$ cat config.mk
export PLATFORM = sky130hd
export DESIGN_NAME = mfp
export DESIGN_NICKNAME = d
export VERILOG_FILES = /design/src/verilog/mfp_pkg.sv /design/src/verilog/mfp_timer.sv /design/src/verilog/mfp_irq_ctrl.sv /design/src/verilog/mfp_uart_fifo.sv /design/src/verilog/mfp.sv
export SDC_FILE = /design/constraint.sdc
export NUM_CORES = 1
export LEC_CHECK = 0
export ABC_AREA = 1
export ABC_CLOCK_PERIOD_IN_PS = 2900
export BUFFER_PORTS_ARGS = -buffer_cell sky130_fd_sc_hd__buf_4
export CORE_MARGIN = 10
export CORE_UTILIZATION = 25
export DETAILED_ROUTE_END_ITERATION = 6
export GPL_TIMING_DRIVEN = 1
export PLACE_DENSITY = 0.39
export SLEW_MARGIN = 15
export SYNTH_ARGS = -nofsm -noshare
export SYNTH_HDL_FRONTEND = slang
export SYNTH_SLANG_ARGS = --single-unit
$ cat constraint.sdc
create_clock -name clk -period 2.9 [get_ports clk]
set_input_delay 0.145 -clock clk [delete_from_list [all_inputs] [get_ports clk]]
set_output_delay 0.145 -clock clk [all_outputs]
set_load 0.01 [all_outputs]
$ cat src/verilog/mfp_pkg.sv
// shared definitions for the mfp peripheral
// register map, timer modes, prescaler ratios and interrupt numbers

package mfp_pkg;

	// cpu register addresses, also used as the bus opcode
	typedef enum logic [4:0] {
		REG_GPIP  = 5'h00,
		REG_AER   = 5'h01,
		REG_DDR   = 5'h02,
		REG_IERA  = 5'h03,
		REG_IERB  = 5'h04,
		REG_IPRA  = 5'h05,
		REG_IPRB  = 5'h06,
		REG_ISRA  = 5'h07,
		REG_ISRB  = 5'h08,
		REG_IMRA  = 5'h09,
		REG_IMRB  = 5'h0a,
		REG_VR    = 5'h0b,
		REG_TACR  = 5'h0c,
		REG_TBCR  = 5'h0d,
		REG_TCDCR = 5'h0e,
		REG_TADR  = 5'h0f,
		REG_TBDR  = 5'h10,
		REG_TCDR  = 5'h11,
		REG_TDDR  = 5'h12,
		REG_TSR   = 5'h16,
		REG_UDR   = 5'h17
	} mfp_reg_e;

	// timer control field, codes 9..15 act as stop
	typedef enum logic [3:0] {
		TM_STOP      = 4'd0,
		TM_DELAY_4   = 4'd1,
		TM_DELAY_10  = 4'd2,
		TM_DELAY_16  = 4'd3,
		TM_DELAY_50  = 4'd4,
		TM_DELAY_64  = 4'd5,
		TM_DELAY_100 = 4'd6,
		TM_DELAY_200 = 4'd7,
		TM_EVENT     = 4'd8
	} timer_mode_e;

	// clk_ext ticks per count in each delay mode
	function automatic logic [7:0] prescale_div(input timer_mode_e mode);
		case (mode)
			TM_DELAY_4:   return 8'd4;
			TM_DELAY_10:  return 8'd10;
			TM_DELAY_16:  return 8'd16;
			TM_DELAY_50:  return 8'd50;
			TM_DELAY_64:  return 8'd64;
			TM_DELAY_100: return 8'd100;
			TM_DELAY_200: return 8'd200;
			default:      return 8'd1;
		endcase
	endfunction

	// interrupt source numbers, higher number wins
	localparam logic [3:0] IRQ_TIMER_A = 4'd13;
	localparam logic [3:0] IRQ_TIMER_B = 4'd8;
	localparam logic [3:0] IRQ_DMA     = 4'd7;
	localparam logic [3:0] IRQ_ACIA    = 4'd6;
	localparam logic [3:0] IRQ_TIMER_C = 4'd5;
	localparam logic [3:0] IRQ_TIMER_D = 4'd4;
	localparam logic [3:0] IRQ_BLITTER = 4'd3;

endpackage

$ cat src/verilog/mfp_timer.sv
// mfp timer: 8-bit down counter with prescaler and reload
// delay mode counts clk_ext ticks, event mode counts t_i edges

`timescale 1ns/10ps

module mfp_timer import mfp_pkg::*; #(
	parameter bit HAS_EVENT = 1'b1
) (
	input  logic       clk,
	input  logic       reset,
	input  logic       xclk_i,
	input  logic       t_i,
	input  logic [3:0] ctrl_i,
	input  logic       ctrl_we_i,
	input  logic [7:0] dat_i,
	input  logic       dat_we_i,
	output logic [3:0] ctrl_o,
	output logic [7:0] dat_o,
	output logic       done_o
);

	timer_mode_e mode;
	logic [7:0]  presc;
	logic [7:0]  div;
	logic [2:0]  xclk_sync;
	logic [2:0]  t_sync;
	logic [7:0]  reload;
	logic [7:0]  count;
	logic        xtick;
	logic        t_edge;
	logic        is_delay;
	logic        is_event;
	logic        running;
	logic        presc_wrap;
	logic        dec;

	// rising edges seen after two sync stages
	assign xtick  = xclk_sync[1] & ~xclk_sync[2];
	assign t_edge = t_sync[1] & ~t_sync[2];

	assign is_delay = mode inside {[TM_DELAY_4:TM_DELAY_200]};
	assign is_event = HAS_EVENT && (mode == TM_EVENT);
	assign running  = is_delay || is_event;

	assign div        = prescale_div(mode);
	assign presc_wrap = (presc == div - 8'd1);

	assign dec = (is_delay && xtick && presc_wrap) || (is_event && t_edge);

	always_ff @(posedge clk) begin
		if (reset) begin
			mode      <= TM_STOP;
			presc     <= 8'd0;
			xclk_sync <= 3'b000;
			t_sync    <= 3'b000;
			count     <= 8'd0;
			done_o    <= 1'b0;
		end else begin
			xclk_sync <= {xclk_sync[1:0], xclk_i};
			t_sync    <= {t_sync[1:0], t_i};

			// terminal count is the step from 1 to 0
			done_o <= dec && (count == 8'd1);

			if (ctrl_we_i)
				mode <= timer_mode_e'(ctrl_i);

			// prescaler only runs in delay mode
			if (!is_delay)
				presc <= 8'd0;
			else if (xtick)
				presc <= presc_wrap ? 8'd0 : presc + 8'd1;

			// a running timer picks up new data at its next reload
			if (dat_we_i && !running)
				count <= dat_i;
			else if (dec)
				count <= (count == 8'd1) ? reload : count - 8'd1;
		end
	end

	always_ff @(posedge clk) begin
		if (dat_we_i)
			reload <= dat_i;
	end

	assign ctrl_o = mode;
	assign dat_o  = count;

	// reload happens on a single decrement, so done cannot repeat back to back
	done_single: assert property (@(posedge clk) disable iff (reset)
		done_o |=> !done_o);

endmodule

$ cat src/verilog/mfp_irq_ctrl.sv
// mfp interrupt controller for 16 sources
// edge capture, ier/ipr/isr/imr registers, priority and vectored acknowledge

`timescale 1ns/10ps

module mfp_irq_ctrl import mfp_pkg::*; (
	input  logic        clk,
	input  logic        reset,
	input  logic        we_i,
	input  mfp_reg_e    addr_i,
	input  logic [7:0]  din_i,
	input  logic [7:0]  vr_i,
	// timer order is d, c, b, a from msb down
	input  logic [3:0]  timer_done_i,
	input  logic        dma_irq_i,
	input  logic        acia_irq_i,
	input  logic        blitter_irq_i,
	input  logic        iack_i,
	output logic        irq_o,
	output logic [7:0]  vec_o,
	output logic [15:0] ier_o,
	output logic [15:0] ipr_o,
	output logic [15:0] isr_o,
	output logic [15:0] imr_o
);

	logic [15:0] ier;
	logic [15:0] ipr;
	logic [15:0] isr;
	logic [15:0] imr;
	logic [15:0] ipr_n;
	logic [15:0] isr_n;
	logic [15:0] set_vec;
	logic [15:0] pend_map;
	logic [15:0] act_map;
	logic [1:0]  dma_s;
	logic [1:0]  acia_s;
	logic [1:0]  blit_s;
	logic [3:0]  hp;
	logic [3:0]  ha;
	logic [7:0]  vec_q;
	logic        iack_d;
	logic        pend_any;
	logic        ack;

	function automatic logic [3:0] highest_set(input logic [15:0] map);
		logic [3:0] num;
		num = 4'd0;
		for (int i = 0; i < 16; i++) begin
			if (map[i])
				num = 4'(i);
		end
		return num;
	endfunction

	assign pend_map = ipr & imr;
	// in-service bits block lower sources until cleared
	assign act_map  = (ipr | isr) & imr;
	assign hp       = highest_set(pend_map);
	assign ha       = highest_set(act_map);
	assign pend_any = |pend_map;

	assign irq_o = pend_any && (hp == ha);
	assign ack   = iack_i && !iack_d;

	always_comb begin
		set_vec = 16'h0000;
		set_vec[IRQ_TIMER_A] = timer_done_i[0];
		set_vec[IRQ_TIMER_B] = timer_done_i[1];
		set_vec[IRQ_TIMER_C] = timer_done_i[2];
		set_vec[IRQ_TIMER_D] = timer_done_i[3];
		set_vec[IRQ_DMA]     = dma_s[0] & ~dma_s[1];
		set_vec[IRQ_ACIA]    = acia_s[0] & ~acia_s[1];
		set_vec[IRQ_BLITTER] = blit_s[0] & ~blit_s[1];
	end

	always_comb begin
		ipr_n = ipr;
		isr_n = isr;
		if (ack && pend_any) begin
			ipr_n[hp] = 1'b0;
			if (vr_i[3])
				isr_n[hp] = 1'b1;
		end
		ipr_n = ipr_n | (set_vec & ier);
		// cpu writes come last, zero bits clear
		if (we_i) begin
			case (addr_i)
				REG_IERA, REG_IPRA: ipr_n[15:8] = ipr_n[15:8] & din_i;
				REG_IERB, REG_IPRB: ipr_n[7:0]  = ipr_n[7:0] & din_i;
				REG_ISRA:           isr_n[15:8] = isr_n[15:8] & din_i;
				REG_ISRB:           isr_n[7:0]  = isr_n[7:0] & din_i;
				default:            ;
			endcase
		end
	end

	always_ff @(posedge clk) begin
		if (reset) begin
			ier    <= 16'h0000;
			ipr    <= 16'h0000;
			isr    <= 16'h0000;
			imr    <= 16'h0000;
			dma_s  <= 2'b00;
			acia_s <= 2'b00;
			blit_s <= 2'b00;
			iack_d <= 1'b0;
		end else begin
			dma_s  <= {dma_s[0], dma_irq_i};
			acia_s <= {acia_s[0], acia_irq_i};
			blit_s <= {blit_s[0], blitter_irq_i};
			iack_d <= iack_i;
			ipr    <= ipr_n;
			isr    <= isr_n;
			if (we_i && addr_i == REG_IERA)
				ier[15:8] <= din_i;
			if (we_i && addr_i == REG_IERB)
				ier[7:0] <= din_i;
			if (we_i && addr_i == REG_IMRA)
				imr[15:8] <= din_i;
			if (we_i && addr_i == REG_IMRB)
				imr[7:0] <= din_i;
		end
	end

	// vector held one cycle behind so it stays stable during the iack read
	always_ff @(posedge clk) begin
		vec_q <= {vr_i[7:4], hp};
	end

	assign vec_o = vec_q;
	assign ier_o = ier;
	assign ipr_o = ipr;
	assign isr_o = isr;
	assign imr_o = imr;

	// the cpu should only acknowledge while a request is presented
	ack_has_pending: assert property (@(posedge clk) disable iff (reset)
		$rose(iack_i) |-> pend_any);

endmodule

$ cat src/verilog/mfp_uart_fifo.sv
// transmit byte FIFO between the cpu and the io controller
// cpu pushes through the data register, rising strobe edges pop

`timescale 1ns/10ps

module mfp_uart_fifo #(
	parameter int FIFO_ADDR_BITS = 4
) (
	input  logic       clk,
	input  logic       reset,
	input  logic       push_i,
	input  logic [7:0] data_i,
	input  logic       strobe_i,
	output logic       avail_o,
	output logic       full_o,
	output logic [7:0] data_o
);

	localparam int DEPTH = 1 << FIFO_ADDR_BITS;

	logic [7:0]                mem [DEPTH];
	logic [FIFO_ADDR_BITS-1:0] wr_ptr;
	logic [FIFO_ADDR_BITS-1:0] rd_ptr;
	logic [FIFO_ADDR_BITS-1:0] level;
	logic [1:0]                strobe_s;
	logic                      pop;

	// one slot stays free to tell full from empty
	assign level   = wr_ptr - rd_ptr;
	assign avail_o = (wr_ptr != rd_ptr);
	assign full_o  = (level == FIFO_ADDR_BITS'(DEPTH - 1));
	assign data_o  = mem[rd_ptr];

	assign pop = strobe_s[0] & ~strobe_s[1] & avail_o;

	always_ff @(posedge clk) begin
		if (reset) begin
			wr_ptr   <= '0;
			rd_ptr   <= '0;
			strobe_s <= 2'b00;
		end else begin
			strobe_s <= {strobe_s[0], strobe_i};
			if (push_i && !full_o)
				wr_ptr <= wr_ptr + 1'b1;
			if (pop)
				rd_ptr <= rd_ptr + 1'b1;
		end
	end

	always_ff @(posedge clk) begin
		if (push_i && !full_o)
			mem[wr_ptr] <= data_i;
	end

	// fill level never wraps between empty and full in one step
	no_underrun: assert property (@(posedge clk) disable iff (reset)
		(level == '0) |=> (level != '1));
	no_overrun: assert property (@(posedge clk) disable iff (reset)
		(level == '1) |=> (level != '0));

endmodule

$ cat src/verilog/mfp.sv
// mfp peripheral top on the 8-bit cpu bus
// decodes register accesses, holds the port registers and muxes read data

`timescale 1ns/10ps

module mfp import mfp_pkg::*; #(
	parameter int FIFO_ADDR_BITS = 4
) (
	input  logic       clk,
	input  logic       reset,
	input  logic [7:0] din_i,
	input  logic       sel_i,
	input  logic [4:0] addr_i,
	input  logic       ds_i,
	input  logic       rw_i,
	output logic [7:0] dout_o,
	output logic       irq_o,
	input  logic       iack_i,
	output logic       serial_avail_o,
	input  logic       serial_strobe_i,
	output logic [7:0] serial_data_o,
	input  logic       clk_ext_i,
	input  logic       de_i,
	input  logic       dma_irq_i,
	input  logic       acia_irq_i,
	input  logic       blitter_irq_i,
	input  logic       mono_detect_i
);

	mfp_reg_e    reg_addr;
	logic        bus_wr;
	logic        bus_rd;
	logic [7:0]  gpip;
	logic [7:0]  aer;
	logic [7:0]  ddr;
	logic [7:0]  vr;
	logic [7:0]  gpip_in;
	logic [7:0]  gpip_rd;
	logic [3:0]  ta_ctrl, tb_ctrl, tc_ctrl, td_ctrl;
	logic [7:0]  ta_dat, tb_dat, tc_dat, td_dat;
	logic        ta_done, tb_done, tc_done, td_done;
	logic [7:0]  irq_vec;
	logic [15:0] ier, ipr, isr, imr;
	logic        fifo_full;

	assign reg_addr = mfp_reg_e'(addr_i);
	assign bus_wr   = sel_i && !ds_i && !rw_i;
	assign bus_rd   = sel_i && !ds_i && rw_i;

	// the irq lines are active high here, inverted to look like the st port
	assign gpip_in = {mono_detect_i, 1'b0, ~dma_irq_i, ~acia_irq_i, ~blitter_irq_i, 3'b000};
	assign gpip_rd = (gpip_in & ~ddr) | (gpip & ddr);

	always_ff @(posedge clk) begin
		if (reset) begin
			gpip <= 8'h00;
			aer  <= 8'h00;
			ddr  <= 8'h00;
			vr   <= 8'h00;
		end else if (bus_wr) begin
			case (reg_addr)
				REG_GPIP: gpip <= din_i;
				REG_AER:  aer  <= din_i;
				REG_DDR:  ddr  <= din_i;
				REG_VR:   vr   <= din_i;
				default:  ;
			endcase
		end
	end

	// timer a has no event pin wired in this system
	mfp_timer #(.HAS_EVENT(1'b1)) timer_a (
		.clk(clk), .reset(reset), .xclk_i(clk_ext_i), .t_i(1'b0),
		.ctrl_i(din_i[3:0]), .ctrl_we_i(bus_wr && reg_addr == REG_TACR),
		.dat_i(din_i), .dat_we_i(bus_wr && reg_addr == REG_TADR),
		.ctrl_o(ta_ctrl), .dat_o(ta_dat), .done_o(ta_done)
	);

	// timer b counts display enable edges
	mfp_timer #(.HAS_EVENT(1'b1)) timer_b (
		.clk(clk), .reset(reset), .xclk_i(clk_ext_i), .t_i(de_i),
		.ctrl_i(din_i[3:0]), .ctrl_we_i(bus_wr && reg_addr == REG_TBCR),
		.dat_i(din_i), .dat_we_i(bus_wr && reg_addr == REG_TBDR),
		.ctrl_o(tb_ctrl), .dat_o(tb_dat), .done_o(tb_done)
	);

	// c and d share one control register
	mfp_timer #(.HAS_EVENT(1'b0)) timer_c (
		.clk(clk), .reset(reset), .xclk_i(clk_ext_i), .t_i(1'b0),
		.ctrl_i({1'b0, din_i[6:4]}), .ctrl_we_i(bus_wr && reg_addr == REG_TCDCR),
		.dat_i(din_i), .dat_we_i(bus_wr && reg_addr == REG_TCDR),
		.ctrl_o(tc_ctrl), .dat_o(tc_dat), .done_o(tc_done)
	);

	mfp_timer #(.HAS_EVENT(1'b0)) timer_d (
		.clk(clk), .reset(reset), .xclk_i(clk_ext_i), .t_i(1'b0),
		.ctrl_i({1'b0, din_i[2:0]}), .ctrl_we_i(bus_wr && reg_addr == REG_TCDCR),
		.dat_i(din_i), .dat_we_i(bus_wr && reg_addr == REG_TDDR),
		.ctrl_o(td_ctrl), .dat_o(td_dat), .done_o(td_done)
	);

	mfp_irq_ctrl irq_ctrl (
		.clk(clk), .reset(reset), .we_i(bus_wr), .addr_i(reg_addr), .din_i(din_i),
		.vr_i(vr), .timer_done_i({td_done, tc_done, tb_done, ta_done}),
		.dma_irq_i(dma_irq_i), .acia_irq_i(acia_irq_i), .blitter_irq_i(blitter_irq_i),
		.iack_i(iack_i), .irq_o(irq_o), .vec_o(irq_vec),
		.ier_o(ier), .ipr_o(ipr), .isr_o(isr), .imr_o(imr)
	);

	mfp_uart_fifo #(.FIFO_ADDR_BITS(FIFO_ADDR_BITS)) uart_fifo (
		.clk(clk), .reset(reset),
		.push_i(bus_wr && reg_addr == REG_UDR), .data_i(din_i),
		.strobe_i(serial_strobe_i), .avail_o(serial_avail_o),
		.full_o(fifo_full), .data_o(serial_data_o)
	);

	always_comb begin
		dout_o = 8'h00;
		if (bus_rd) begin
			case (reg_addr)
				REG_GPIP:  dout_o = gpip_rd;
				REG_AER:   dout_o = aer;
				REG_DDR:   dout_o = ddr;
				REG_IERA:  dout_o = ier[15:8];
				REG_IERB:  dout_o = ier[7:0];
				REG_IPRA:  dout_o = ipr[15:8];
				REG_IPRB:  dout_o = ipr[7:0];
				REG_ISRA:  dout_o = isr[15:8];
				REG_ISRB:  dout_o = isr[7:0];
				REG_IMRA:  dout_o = imr[15:8];
				REG_IMRB:  dout_o = imr[7:0];
				REG_VR:    dout_o = vr;
				REG_TACR:  dout_o = {4'h0, ta_ctrl};
				REG_TBCR:  dout_o = {4'h0, tb_ctrl};
				REG_TCDCR: dout_o = {tc_ctrl, td_ctrl};
				REG_TADR:  dout_o = ta_dat;
				REG_TBDR:  dout_o = tb_dat;
				REG_TCDR:  dout_o = tc_dat;
				REG_TDDR:  dout_o = td_dat;
				// tx buffer empty means there is room for another byte
				REG_TSR:   dout_o = fifo_full ? 8'h00 : 8'h80;
				default:   dout_o = 8'h00;
			endcase
		end else if (iack_i) begin
			dout_o = irq_vec;
		end
	end

endmodule

==> flow_summary_export.csv, run 1 <==
group,metric,value,unit
cts,clk_pin_slew,0.06,ns
timing,rsz0062_at_grt,"yes",
finish,finalNonFillerCells,3078,
detailed_routing,vias_per_cell,4.83,
worst_setup_path,crit_required,2.76,ns
worst_setup_path,r2r_cells,10,
timing,drv_slew,0,
grt,overflow,0,
timing,finClkSkew,0.0244,ns
placed_design,portBuffers,43,
grt,grt_pass1_wl,94.9,mm
timing,tns,0,ns
cts,clock_path_buffers,3,
detailed_routing,wl_per_cell,20.5,um
logic_synthesis,synth_ff_type,"dfxtp_1",
cts,cts_buffers,45,
timing,slew_headroom,39.7,%
die,core,69900,um2
logic_synthesis,yosys.area.top_type,"edfxtp_1",
placed_design,hpwl,44.8,mm
worst_setup_path,r2r-start,"uart_fifo.wr_ptr[0]$_SDFFE_PP0P_",
pwr,p_leak,7.62,nW
cts,htree_levels,2,
detailed_routing,route.detailed.drc,0,
finish,drive_gt1_share,10.6,%
timing,hold_viol_final,0,
cts,cts_tree,"built",
die,dieArea,81400,um2
pwr,power_density,546,nW/um2
detailed_routing,drt-total-wl,63.0,mm
logic_synthesis,synth_seq_cells,373,
placed_design,place.gp.congestion,0.873,
cts,clkSinkCount,373,
cts,clock_latency,0.59,ns
logic_synthesis,synth.top_cells.by_area,"edfxtp_1 27%, dfxtp_1 24%, nand2_1 6.7%",
detailed_routing,ant_nets,0,
finish,num_antenna_cells,0,
finish,areaGrowthSynthToFinish,18.4,%
pwr,ir_worst_vdd,0.394,mV
logic_synthesis,yosysUniqueCellTypes,58,
detailed_routing,drt_pass1_iterations,6,
pwr,total_power,11.4,mW
logic_synthesis,synth-edff-count,160,
timing,fmax,354,MHz
logic_synthesis,synth_top_area_share,27.3,%
placed_design,dp_cells,2983,
die,die_h,285,um
detailed_routing,drt_iter0_markers,1325,
worst_setup_path,critical_path_class,"flip-flop to primary output",
run,maxCapViolations,0,
detailed_routing,vias,14900,
min_path,whs_path_depth,1,
grt,antenna_found_initial,3,
die,rows,97,
worst_setup_path,ff2ff_setup_slack,0.44,ns
worst_setup_path,critPathLaunchType,"flip-flop",
worst_setup_path,cp_max_fo,3,
status,status,"complete, no violations",
logic_synthesis,synthArstFlopShare,0,%
die,io_pins,44,
finish,layout.nets,2150,
die,initial_core_util,25.2,%
worst_setup_path,endpoint_kind,"primary output",
logic_synthesis,yosysWarnings,0,
logic_synthesis,synthCells,2014,
logic_synthesis,synthesis.nets,2061,
grt,grt_pass1_vias,14400,
timing,finalCritPeriodShare,97.4,%
grt,grt_use_total,15.1,%
min_path,min_to,"uart_fifo.mem[13][1]$_DFFE_PP_",
worst_setup_path,r2r_end,"uart_fifo.mem[9][6]$_DFFE_PP_",
cts,clock-root-buffer,"clkbuf_16",
worst_setup_path,arrival,2.68,ns
timing,tightest_slew,0.882,ns
logic_synthesis,syn_area,17600,um2
timing,period_needed,2.82,ns
logic_synthesis,postSynthAreaPerCell,8.74,um2
min_path,worstHoldStart,"din_i[1]",
grt,grt_max_degree,60,
timing,setup_violations,0,
die,die_x,285,um
logic_synthesis,yosysSeqAreaShare,51.5,%
min_path,hp-class,"input port to flip-flop",
==> synth_stat cells (16+ instances only) <==
| library cell | number |
|---|---|
| a21oi_1 | 149 |
| dfxtp_1 | 213 |
| a221oi_1 | 67 |
| buf_2 | 16 |
| clkbuf_1 | 52 |
| ha_1 | 20 |
| nand3_1 | 68 |
| nand4_1 | 29 |
| inv_1 | 254 |
| a211oi_1 | 32 |
| edfxtp_1 | 160 |
| nand2_1 | 314 |
| o22ai_1 | 22 |
| a31oi_1 | 17 |
| mux2i_1 | 35 |
| o21ai_0 | 145 |
| o211ai_1 | 44 |
| nor2_1 | 190 |
| nor3_1 | 20 |
| xor2_1 | 45 |
==> power breakdown <==
| group | switching [mW] | internal, mW |
|---|---|---|
| sequential | 0.0130 | 5.49 |
| combinational | 0.305 | 0.102 |
| clock | 2.32 | 3.13 |
==> how the worst max path moves through the flow <==
| stage | start | endpoint | slack, ns | cells past startpoint |
|---|---|---|---|---|
| finish | irq_ctrl.ier_o[7]$_SDFFE_PP0P_ | dout_o[7] | 0.08 | 7 |
| global route | uart_fifo.wr_ptr[0]$_SDFFE_PP0P_ | dout_o[7] | -0.04 | 11 |
| CTS | uart_fifo.wr_ptr[0]$_SDFFE_PP0P_ | dout_o[7] | -0.0009 | 12 |
| detailed placement | addr_i[2] | dout_o[7] | 0.16 | 12 |
| global placement | addr_i[2] | dout_o[0] | 0.02 | 12 |
| floorplan | uart_fifo.wr_ptr[0]$_SDFFE_PP0P_ | uart_fifo.mem[11][0]$_DFFE_PP_ | 0.55 | 10 |
==> kinds of logic after synthesis <==
group / Yosys count / synth area share (%)
compound gates: 516 / 18.0
buf+inv: 347 / 7.62
xor+xnor: 54 / 2.69
simple gates: 667 / 16.5
mux: 36 / 2.05
flops: 373 / 51.5
fa+ha+maj: 21 / 1.54
==> layer usage <==
metal,routed length (um),GRT usage [%],up-vias
li1,-,-,7184
met1,30100,21.0,7215
met2,28500,24.0,372
met3,2860,2.31,85
met4,1570,4.40,6
met5,46,0,-
==> placed cells by master, fill, tap and decap left out, drive strengths merged, types with 15 or more instances in the layout <==
| cell type | synthesis | layout |
|---|---|---|
| clkbuf | 52 | 63 |
| nor2 | 201 | 201 |
| nand4 | 30 | 30 |
| nor3 | 23 | 23 |
| buf | 24 | 107 |
| nand3 | 69 | 69 |
| clkinv | 2 | 15 |
| inv | 269 | 272 |
| a211oi | 32 | 32 |
| dfxtp | 213 | 213 |
| o211ai | 44 | 44 |
| ha | 20 | 20 |
| a31oi | 17 | 17 |
| a21oi | 149 | 149 |
| edfxtp | 160 | 160 |
| nand2 | 319 | 319 |
| a221oi | 67 | 67 |
| mux2i | 35 | 35 |
| o22ai | 22 | 22 |
| xor2 | 45 | 45 |
| o21ai | 156 | 156 |
==> layout make-up <==
| class | count | area (um2) |
|---|---|---|
| well taps | 940 | 1180 |
| flip-flops and latches | 373 | 9070 |
| clock inverters | 19 | 138 |
| inverters | 271 | 1020 |
| multi-input cells | 1294 | 7230 |
| fillers | 7527 | 49100 |
| clock buffers | 63 | 1260 |
| repair buffers | 118 | 933 |
==> what timing repair did <==
item	CTS	global route
pin swaps	1	4
setup buffers	0	2
hold buffers	11	0
endpoints found under the setup margin	2	4
endpoints found under the hold margin	34	0
resized for setup	2	8
==> metrics by stage <==
step	area, um2	util (%)	setup slack, ns	hold WS [ns]
floorplan	17600	-	0.548	0.244
global placement	19300	27.6	0.0164	0.337
detailed placement	19300	27.6	0.163	0.339
CTS	20800	29.7	-0.000860	0.0140
global route	20800	29.8	-0.0446	0.0220
finish	20800	29.8	0.0759	0.0318
==> state kept, by name, summed over array words and instances (netlist names), 16 cells and up, named ones only <==
name	cells
irq_ctrl.imr_o	16
uart_fifo.mem	128
irq_ctrl.ipr_o	16
irq_ctrl.ier_o	16
irq_ctrl.isr_o	16
==> worst max-delay path, cell delays in order (launching register included) <==
cell	delay [ns]
dfxtp_1	0.37
nand2_1	0.09
nand4_1	0.19
a2111oi_0	0.75
nand4_1	0.32
nand2_1	0.16
nand2_1	0.07
buf_4	0.14
Note: power is estimated with default switching activity, not from simulation.
==> run 2, diff against run 1 <==
==> constraint.sdc (replaced) <==
create_clock -name clk -period 2.9 [get_ports clk]
set_input_delay 0.29 -clock clk [delete_from_list [all_inputs] [get_ports clk]]
set_output_delay 0.29 -clock clk [all_outputs]
set_load 0.02 [all_outputs]
==> flow_summary_export.csv, run 2 (same netlist as run 1, synthesis figures left out) <==
group,metric,value,unit
worst_setup_path,cp_num_cells,10,
finish,layout_commonest_cell,"nand2_1",
detailed_routing,route.detailed.drc,0,
worst_setup_path,slowest_delay,0.55,ns
finish,layout.nets,2159,
grt,antenna_found_initial,0,
cts,htree_levels,2,
grt,grt_pass1_wl,95.3,mm
placed_design,hpwl,45.4,mm
worst_setup_path,cp.buffers_inverters,3,
min_path,worstHoldStart,"din_i[6]",
pwr,ir_worst_vdd,0.339,mV
timing,drv_slew,0,
placed_design,place.gp.congestion,0.916,
worst_setup_path,cp_cell_sequence,"inv_4, ha_4, inv_2, fa_2, nand4_1, nand4_1, nand4_1, nand2_1, nand2_1, buf_6",
timing,setup_violations,0,
cts,cts_buffers,44,
grt,overflow,0,
finish,mostFrequentLayoutCells,"314 x nand2_1, 251 x inv_1, 203 x dfxtp_1",
placed_design,portBuffers,43,
pwr,pwr-share-clk,49.2,%
placed_design,dpl_cell_area,19400,um2
finish,finalNonFillerCells,3084,
detailed_routing,drt_pass1_iterations,6,
grt,grt_pass1_vias,14400,
timing,fmax,347,MHz
die,die_h,285,um
pwr,p_switching,2.59,mW
timing,finClkSkew,0.0271,ns
die,dieArea,81400,um2
detailed_routing,drt-total-wl,63.7,mm
timing,tightest_slew,0.736,ns
worst_setup_path,arrival,2.59,ns
placed_design,dp_cells,2996,
timing,tns,0,ns
pwr,combPwrFrac,3.5,%
die,initial_core_util,25.2,%
detailed_routing,vias,14900,
pwr,p_seq_share,47.3,%
timing,rsz0062_at_grt,"yes",
finish,largest_reg_flops,128,
worst_setup_path,crit_path_start,"uart_fifo.wr_ptr[0]$_SDFFE_PP0P_",
placed_design,post-place-ws,0.150,ns
timing,hold_viol_final,0,
finish,n_fill_cell,7497,
finish,register_area,9090,um2
timing,slew_headroom,49.7,%
detailed_routing,drt_iter0_markers,1172,
finish,num_antenna_cells,0,
cts,clock_path_buffers,3,
worst_setup_path,critPathLaunchType,"flip-flop",
run,maxCapViolations,0,
worst_setup_path,cp_slowest_cell,"fa_2",
detailed_routing,ant_nets,0,
cts,clock_latency,0.57,ns
worst_setup_path,critical_path_class,"flip-flop to primary output",
grt,grt_use_total,15.2,%
finish,regMostFlops,"uart_fifo.mem",
cts,clkSinkCount,373,
detailed_routing,vias_per_cell,4.82,
finish,multi_input_area,7230,um2
worst_setup_path,r2r-start,"uart_fifo.wr_ptr[0]$_SDFFE_PP0P_",
pwr,p_int,9.02,mW
finish,drive_gt1_share,11.7,%
timing,fin_ws,0.0156,ns
finish,areaGrowthSynthToFinish,19.4,%
pwr,power_density,553,nW/um2
pwr,p_leak,7.72,nW
timing,period_needed,2.88,ns
min_path,hp-class,"input port to flip-flop",
grt,grt_max_degree,68,
worst_setup_path,endpoint_kind,"primary output",
detailed_routing,wl_per_cell,20.7,um
worst_setup_path,crit_required,2.61,ns
die,die_x,285,um
die,io_pins,44,
timing,finalCritPeriodShare,99.5,%
die,core,69900,um2
die,rows,97,
cts,cts_tree,"built",
worst_setup_path,cp_max_fo,4,
worst_setup_path,r2r_cells,12,
pwr,switching_share,22.3,%
worst_setup_path,crit_top_cell,"nand4_1",
cts,clk_pin_slew,0.06,ns
worst_setup_path,ff2ff_setup_slack,0.23,ns
finish,design_area,21000,um2
min_path,whs_path_depth,1,
status,status,"complete, no violations",
worst_setup_path,cp_top_family,"simple AND/OR/NAND/NOR gates",
cts,clock-root-buffer,"clkbuf_16",
## run 2: power by group through the flow
stage	combinational [mW]	clock, mW	sequential (mW)
after detailed placement	0.396	0	5.62
final	0.405	5.71	5.50
after floorplan	0.182	0	5.61
after CTS	0.407	5.87	5.50
after global placement	0.398	0	5.62
after global routing	0.440	6.06	5.50
## run 2: metal layers
metal / wire length (um) / share of wire, % / track usage [%]
met1: 30600 / 48 / 21.4
met2: 27800 / 44 / 23.3
met3: 3300 / 5.2 / 2.56
met4: 2000 / 3.1 / 5.16
met5: 0 / 0 / 0
## run 2: path summary, 6_finish.rpt
path,end
min reg2reg,irq_ctrl.vec_o[5]$_DFF_P_
max reg2reg,uart_fifo.mem[9][4]$_DFFE_PP_
max,dout_o[7]
min,timer_d.reload[6]$_DFFE_PP_
## run 2: repair_timing
action	4_1_cts	5_1_grt
hold buffers	6	0
endpoints found under the setup margin	4	2
setup buffers	2	2
pin swaps	5	5
endpoints found under the hold margin	6	0
gates resized for setup	7	17
## run 2: cell type report
cell class | instances | share of cell area, %
Multi-Input combinational cell | 1294 | 34.4
Timing Repair Buffer | 128 | 4.84
Sequential cell | 373 | 43.2
Tap cell | 940 | 5.60
Inverter | 271 | 4.85
Clock inverter | 18 | 0.923
Clock buffer | 60 | 6.10
## run 2: per-stage QoR
step / total power [mW] / hold WS, ns / utilization [%]
after global placement: 6.01 / 0.338 / 27.7
after global routing: 12.0 / 0.0234 / 30.1
after CTS: 11.8 / 0.0130 / 30.0
after detailed placement: 6.01 / 0.335 / 27.7
after floorplan: 5.79 / 0.331 / -
final: 11.6 / 0.0417 / 30.1
